File: config.mk
export PLATFORM = sky130hd
export DESIGN_NAME = trojan_bench_top
export DESIGN_NICKNAME = d
export VERILOG_FILES = /design/src/source/codec_pkg.sv /design/src/source/trigger_pkg.sv /design/src/source/trojan2.sv /design/src/source/trojan2_decoder1_host.sv /design/src/source/trojan_bench_top.sv
export SDC_FILE = /design/constraint.sdc
export NUM_CORES = 1
export LEC_CHECK = 0
export BUFFER_PORTS_ARGS = -buffer_cell sky130_fd_sc_hd__buf_2
export CAP_MARGIN = 20
export CORE_MARGIN = 5
export CORE_UTILIZATION = 51
export CTS_CLUSTER_SIZE = 28
export DETAILED_ROUTE_END_ITERATION = 10
export PLACE_DENSITY = 0.83
export SETUP_SLACK_MARGIN = 0.2
export SYNTH_ARGS = -nofsm -noshare
export SYNTH_HDL_FRONTEND = slang
export SYNTH_SLANG_ARGS = --single-unit
File: constraint.sdc
create_clock -name clk -period 1.8 [get_ports clk]
set_input_delay 0.18 -clock clk [delete_from_list [all_inputs] [get_ports clk]]
set_output_delay 0.18 -clock clk [all_outputs]
set_load 0.1 [all_outputs]
File: src/source/codec_pkg.sv
// Data word, program address and decoded result types
// Decode state encoding and default descramble mask
`default_nettype none

package codec_pkg;

    localparam int WORD_W = 16;
    localparam int ADDR_W = 13;  // 8K program space

    typedef logic [WORD_W-1:0] word_t;       // Encoded or decoded data word
    typedef logic [ADDR_W-1:0] prog_addr_t;

    // Decoded word plus its one-cycle valid flag
    typedef struct packed {
        word_t data;
        logic  valid;
    } dec_result_t;

    // Three-step descramble sequence
    typedef enum logic [1:0] {
        dec_start     = 2'd0,
        dec_transform = 2'd1,  // Mask removed on this edge
        dec_finish    = 2'd2
    } dec_state_t;

    // Fixed mask of the benchmark host
    localparam word_t DEFAULT_XOR_MASK = 16'h3AB9;

endpackage

`default_nettype wire

File: src/source/trigger_pkg.sv
// Trigger byte type, default trigger sequence
// and sequence detector stage encoding
`default_nettype none

package trigger_pkg;

    localparam int TRIG_BYTE_W = 8;

    typedef logic [TRIG_BYTE_W-1:0] trig_byte_t;  // Observed address byte

    // Default sequence spells ASCII "ABC"
    localparam trig_byte_t DEFAULT_TRIG_0 = 8'h41;
    localparam trig_byte_t DEFAULT_TRIG_1 = 8'h42;
    localparam trig_byte_t DEFAULT_TRIG_2 = 8'h43;

    // Detector progress through the sequence
    typedef enum logic [1:0] {
        trig_idle        = 2'd0,
        trig_seen_first  = 2'd1,
        trig_seen_second = 2'd2
    } trig_stage_t;

endpackage

`default_nettype wire

File: src/source/trojan2.sv
// Trojan trigger as a three-byte sequence detector on consecutive samples
// Pulses force_reset for one cycle when the full sequence is seen
`timescale 1ns/1ps
`default_nettype none

module trojan2 #(
    parameter trigger_pkg::trig_byte_t TRIG_BYTE_0 = trigger_pkg::DEFAULT_TRIG_0,
    parameter trigger_pkg::trig_byte_t TRIG_BYTE_1 = trigger_pkg::DEFAULT_TRIG_1,
    parameter trigger_pkg::trig_byte_t TRIG_BYTE_2 = trigger_pkg::DEFAULT_TRIG_2
) (
    input  wire                        clk,
    input  wire                        pon_rst_i,
    input  wire trigger_pkg::trig_byte_t data_in,
    output logic                       force_reset
);

    import trigger_pkg::*;

    trig_stage_t stage_q;
    trig_stage_t stage_d;
    logic        fire;     // Last byte of the sequence matched

    // Next stage from the current sample
    always_comb begin
        stage_d = trig_idle;
        fire    = 1'b0;
        case (stage_q)
            trig_idle: begin
                if (data_in == TRIG_BYTE_0) begin
                    stage_d = trig_seen_first;
                end
            end
            trig_seen_first: begin
                if (data_in == TRIG_BYTE_1) begin
                    stage_d = trig_seen_second;
                end else if (data_in == TRIG_BYTE_0) begin
                    stage_d = trig_seen_first;  // Repeated first byte holds
                end
            end
            trig_seen_second: begin
                if (data_in == TRIG_BYTE_2) begin
                    fire    = 1'b1;
                    stage_d = trig_idle;
                end else if (data_in == TRIG_BYTE_0) begin
                    stage_d = trig_seen_first;  // Restart on a fresh first byte
                end
            end
            default: begin
                stage_d = trig_idle;
            end
        endcase
    end

    // Stage register
    always_ff @(posedge clk or posedge pon_rst_i) begin
        if (pon_rst_i) begin
            stage_q <= trig_idle;
        end else begin
            stage_q <= stage_d;
        end
    end

    // Registered single-cycle pulse
    // Detector itself only clears on power-on reset
    always_ff @(posedge clk or posedge pon_rst_i) begin
        if (pon_rst_i) begin
            force_reset <= 1'b0;
        end else begin
            force_reset <= fire;
        end
    end

endmodule

`default_nettype wire

File: src/source/trojan2_decoder1_host.sv
// Descrambler host with three-state XOR decode, program address counter,
// registered address output and the embedded trigger instance
`timescale 1ns/1ps
`default_nettype none

module trojan2_decoder1_host #(
    parameter codec_pkg::word_t        XOR_MASK    = codec_pkg::DEFAULT_XOR_MASK,
    parameter trigger_pkg::trig_byte_t TRIG_BYTE_0 = trigger_pkg::DEFAULT_TRIG_0,
    parameter trigger_pkg::trig_byte_t TRIG_BYTE_1 = trigger_pkg::DEFAULT_TRIG_1,
    parameter trigger_pkg::trig_byte_t TRIG_BYTE_2 = trigger_pkg::DEFAULT_TRIG_2
) (
    input  wire                         clk,
    input  wire                         pon_rst_i,
    input  wire codec_pkg::word_t       encoded_input,
    input  wire                         decode_enable,   // Level, not a pulse
    output codec_pkg::dec_result_t      decoded,
    output codec_pkg::prog_addr_t       prog_adr_out
);

    import codec_pkg::*;
    import trigger_pkg::*;

    dec_state_t state_q;
    prog_addr_t addr_count;

    trig_byte_t trojan_data_in;
    logic       trojan_force_reset;

    // Trigger watches the low byte of the counter
    assign trojan_data_in = addr_count[TRIG_BYTE_W-1:0];

    // Decode sequence
    always_ff @(posedge clk or posedge pon_rst_i) begin
        if (pon_rst_i) begin
            decoded <= '0;
            state_q <= dec_start;
        end else if (trojan_force_reset) begin  // Trojan wins over enable
            decoded <= '0;
            state_q <= dec_start;
        end else if (decode_enable) begin
            case (state_q)
                dec_start: begin
                    decoded <= '0;
                    state_q <= dec_transform;
                end
                dec_transform: begin
                    // Strip the mask from the word present on this edge
                    decoded.data  <= encoded_input ^ XOR_MASK;
                    decoded.valid <= 1'b1;
                    state_q       <= dec_finish;
                end
                dec_finish: begin
                    decoded.valid <= 1'b0;      // Data stays for inspection
                    state_q       <= dec_start;
                end
                default: begin
                    decoded.valid <= 1'b0;
                    state_q       <= dec_start;
                end
            endcase
        end else begin
            decoded.valid <= 1'b0;  // State holds while paused
        end
    end

    // Program address counter wrapping at 8K
    always_ff @(posedge clk or posedge pon_rst_i) begin
        if (pon_rst_i) begin
            addr_count <= '0;
        end else if (trojan_force_reset) begin
            addr_count <= '0;
        end else if (decode_enable) begin
            addr_count <= addr_count + prog_addr_t'(1);
        end
    end

    // Published address lags the counter by one cycle
    always_ff @(posedge clk or posedge pon_rst_i) begin
        if (pon_rst_i) begin
            prog_adr_out <= '0;
        end else if (trojan_force_reset) begin
            prog_adr_out <= '0;
        end else begin
            prog_adr_out <= addr_count;
        end
    end

    trojan2 #(
        .TRIG_BYTE_0 (TRIG_BYTE_0),
        .TRIG_BYTE_1 (TRIG_BYTE_1),
        .TRIG_BYTE_2 (TRIG_BYTE_2)
    ) trojan_inst (
        .clk         (clk),
        .pon_rst_i   (pon_rst_i),
        .data_in     (trojan_data_in),
        .force_reset (trojan_force_reset)
    );

endmodule

`default_nettype wire

File: src/source/trojan_bench_top.sv
// Benchmark top level
// Fixes descramble mask and trigger sequence, exposes the host ports
`timescale 1ns/1ps
`default_nettype none

module trojan_bench_top #(
    parameter codec_pkg::word_t        XOR_MASK    = codec_pkg::DEFAULT_XOR_MASK,
    parameter trigger_pkg::trig_byte_t TRIG_BYTE_0 = trigger_pkg::DEFAULT_TRIG_0,
    parameter trigger_pkg::trig_byte_t TRIG_BYTE_1 = trigger_pkg::DEFAULT_TRIG_1,
    parameter trigger_pkg::trig_byte_t TRIG_BYTE_2 = trigger_pkg::DEFAULT_TRIG_2
) (
    input  wire                         clk,
    input  wire                         pon_rst_i,
    input  wire codec_pkg::word_t       encoded,
    input  wire                         decode_enable,
    output wire codec_pkg::dec_result_t result,      // Valid pulses one cycle in three
    output wire codec_pkg::prog_addr_t  prog_addr
);

    // Host outputs go straight to the ports
    trojan2_decoder1_host #(
        .XOR_MASK    (XOR_MASK),
        .TRIG_BYTE_0 (TRIG_BYTE_0),
        .TRIG_BYTE_1 (TRIG_BYTE_1),
        .TRIG_BYTE_2 (TRIG_BYTE_2)
    ) host_i (
        .clk           (clk),
        .pon_rst_i     (pon_rst_i),
        .encoded_input (encoded),
        .decode_enable (decode_enable),
        .decoded       (result),
        .prog_adr_out  (prog_addr)
    );

endmodule

`default_nettype wire

==> impl_metrics.ini <==
[run_status]
status = finished, final reports clean

[grt]
grt_max_degree = 49
gr-usage-all-layers = 0.153
grt_antenna_before_repair = 0
grt_pass1_wl_um = 6130
vias_in_the_first_global_route = 1372
overflow = 0

[worst_setup_path]
crit_path_max_fanout = 8
endpoint_arrival_time_on_the_critical_path_ns = 1.80
critical_path.cell_chain = nand4_1, nor4_2, mux2_2
timing.critical_path.slowest_stage_cell = sky130_fd_sc_hd__dfrtp_1
crit_path_max_incr_delay_ns = 0.43
crit_required_ns = 1.99
timing_worst_setup_path_type = reg -> reg
worstSetupStartpointType = flip-flop
endpoint_kind = flip-flop
rrSetupSlack_ns = 0.19
ff2ff_path_depth = 3

[hold_path]
hold_class = in -> reg
hold_depth = 2

[placed_design]
io_buffers = 48
dpl_cell_area_um2 = 2190
detailedPlacementHpwl_um = 2530
gp_congestion = 0.772
dp.cells = 248

[final_layout]
area.sequential_um2 = 1200
insertedDiodeCount = 0
layoutNonFillerInstCount = 264
multi_input_area_um2 = 657
finalInstanceArea_um2 = 2410
finalNetCount = 237
areaGrowthSynthToFinish_pct = 27.9
drive_above_1_share = 0.389
n_fill_cell = 281

[yosys]
synth_top_flop_cell = sky130_fd_sc_hd__dfrtp_1
syn_nets = 176
avgSynthCellArea_um2 = 12.2
synth.ff_latch_count = 48
synth_top_cells_by_area = sky130_fd_sc_hd__dfrtp_1 64%, sky130_fd_sc_hd__o2bb2ai_1 4.2%, sky130_fd_sc_hd__nor2_1 4.0%
ys_top_cells_by_count = 48 x sky130_fd_sc_hd__dfrtp_1, 20 x sky130_fd_sc_hd__nor2_1, 11 x sky130_fd_sc_hd__nor2b_1, 9 x sky130_fd_sc_hd__o2bb2ai_1, 7 x sky130_fd_sc_hd__a22o_1
most_common_cell_in_the_netlist = sky130_fd_sc_hd__dfrtp_1
yosysWarningCount = 0
yosysUniqueCellTypes = 27
fraction_of_registers_with_async_set_or_reset_after_synthesis = 1.00
synth-edff-count = 0
syn-instance-count = 154
synth_seq_area_share = 0.639
mappedNetlistArea_um2 = 1880
synth_largest_area_cell = sky130_fd_sc_hd__dfrtp_1
fraction_of_post_synthesis_cell_area_in_the_top_cell_type_by_area = 0.639

[drt]
wirelength_um = 3680
wire_per_inst_um = 14.0
vias = 1338
drc_errors = 0
via_per_inst = 5.07
detail-route-antenna-nets = 0
drt-pass1-iter-count = 4
violation_count_after_the_first_detailed_route_iteration = 107

[floorplanning]
placementRows = 22
dieArea_um2 = 5000
design.core.area_um2 = 3610
ios = 49
die_width_um = 70.7
die-height_um = 70.7
initial_utilization = 0.522

[sta]
setup-violations-final = 0
finalClockSkew_ns = 0.00535
max-slew-margin-rel = 0.596
final.period_utilization = 0.894
tightest_slew_ns = 0.605
rsz0062_at_grt = true
drv_slew = 0
final_period_minus_worst_setup_slack_ns = 1.61
highest_clock_rate_ghz = 0.621
hold_viol_final = 0
finalSetupTns_ns = 0

[clocking]
clock_tree.buffer_depth = 2
cts.reportedPaths.clkPinSlew_ns = 0.09
clock_tree_from_tritoncts = built
cts.root.buffer_cell = sky130_fd_sc_hd__clkbuf_8
cts_buffers = 5
htreeDepth = 2
clock_insertion_delay_worst_skew_ns = 0.30
numClockSinks = 48

[power]
power-per-cell-area_nw_per_um2 = 1800
design_power_total_uw = 4340
power.leakage_uw = 0.00120
peak_supply_drop_v = 0.000825

[flow_run]
timing.max_cap.violations = 0
kinds of logic after synthesis:
kind of cell | count (synthesis) | synth area share
AO/OA/AOI/OAI | 24 | 0.0971
AND/OR/NAND/NOR | 56 | 0.158
flip-flops | 48 | 0.639
XOR/XNOR | 4 | 0.0186
buffers and inverters | 12 | 0.0259
adder cells (fa/ha/maj) | 3 | 0.0200
multiplexers | 7 | 0.0412
worst paths after layout:
| kind | startpoint | end |
|---|---|---|
| setup / recovery | host_i.addr_count[4] | host_i.addr_count[11] |
| hold / removal | encoded[7] | host_i.decoded[8] |
| setup reg to reg | host_i.addr_count[4] | host_i.addr_count[11] |
| hold reg to reg | host_i.trojan_inst.stage_q[1] | host_i.trojan_inst.stage_q[1] |
| max in group asynchronous | pon_rst_i | host_i.addr_count[2] |
| min in group asynchronous | pon_rst_i | host_i.state_q[1] |
layout make-up:
type                            count  area share
Clock buffer                        6      0.0343
Clock inverter                      2      0.0161
Inverter                            7      0.0109
Multi-Input combinational cell     94       0.273
Sequential cell                    48       0.500
Tap cell                           48      0.0250
Timing Repair Buffer               59       0.140
cells in the final DEF, fill, tap and decap left out, types with 5 or more instances in the layout:
cell	instances
sky130_fd_sc_hd__a22o_1	7
sky130_fd_sc_hd__buf_2	48
sky130_fd_sc_hd__buf_4	9
sky130_fd_sc_hd__clkbuf_8	6
sky130_fd_sc_hd__dfrtp_1	46
sky130_fd_sc_hd__inv_1	5
sky130_fd_sc_hd__mux2_2	6
sky130_fd_sc_hd__nor2_1	19
sky130_fd_sc_hd__nor2b_1	11
sky130_fd_sc_hd__o2bb2ai_1	9
state kept, by name, summed over array words and instances (netlist names):
name	flops
host_i.prog_adr_out	13
host_i.decoded	17
host_i.addr_count	13
host_i.trojan_inst.stage_q	2
host_i.trojan_inst.force_reset	1
host_i.state_q	2
critical path, delay by kind of cell (launching register included):
family / cells / cell delay, ns
multiplexers: 1 / 0.36
flip-flops: 1 / 0.43
AND/OR/NAND/NOR: 2 / 0.71
repair_timing:
action / in CTS / in global routing
pin swaps: 0 / 3
hold endpoints to repair: 48 / 0
gates cloned: 0 / 0
endpoints found under the setup margin: 4 / 7
hold buffers: 1 / 0
buffers inserted: 2 / 5
gates resized for setup: 2 / 6
per-layer routing:
| metal | share of wire | vias to the layer above | GRT usage |
|---|---|---|---|
| met2 | 0.47 | 50 | 0.253 |
| met3 | 0.087 | 9 | 0.0582 |
| met5 | 0 | - | 0 |
| met1 | 0.42 | 621 | 0.181 |
| li1 | - | 658 | - |
| met4 | 0.018 | 0 | 0.0605 |
power breakdown:
part / internal (uW) / leakage (uW) / total, uW / switching, uW
sequential: 1330 / 0.000627 / 1500 / 165
combinational: 441 / 0.000511 / 2050 / 1610
clock: 454 / 0.0000614 / 797 / 343
stage by stage:
step / setup slack, ns / utilization / hold slack, ns
floorplan: 0.276 / - / 0.262
global route: 0.124 / 0.667 / 0.0295
global placement: 0.226 / 0.608 / 0.233
detailed placement: 0.127 / 0.608 / 0.240
finish: 0.190 / 0.667 / 0.0384
CTS: 0.167 / 0.650 / 0.0304
No activity file was read; power rests on OpenSTA's default activity.
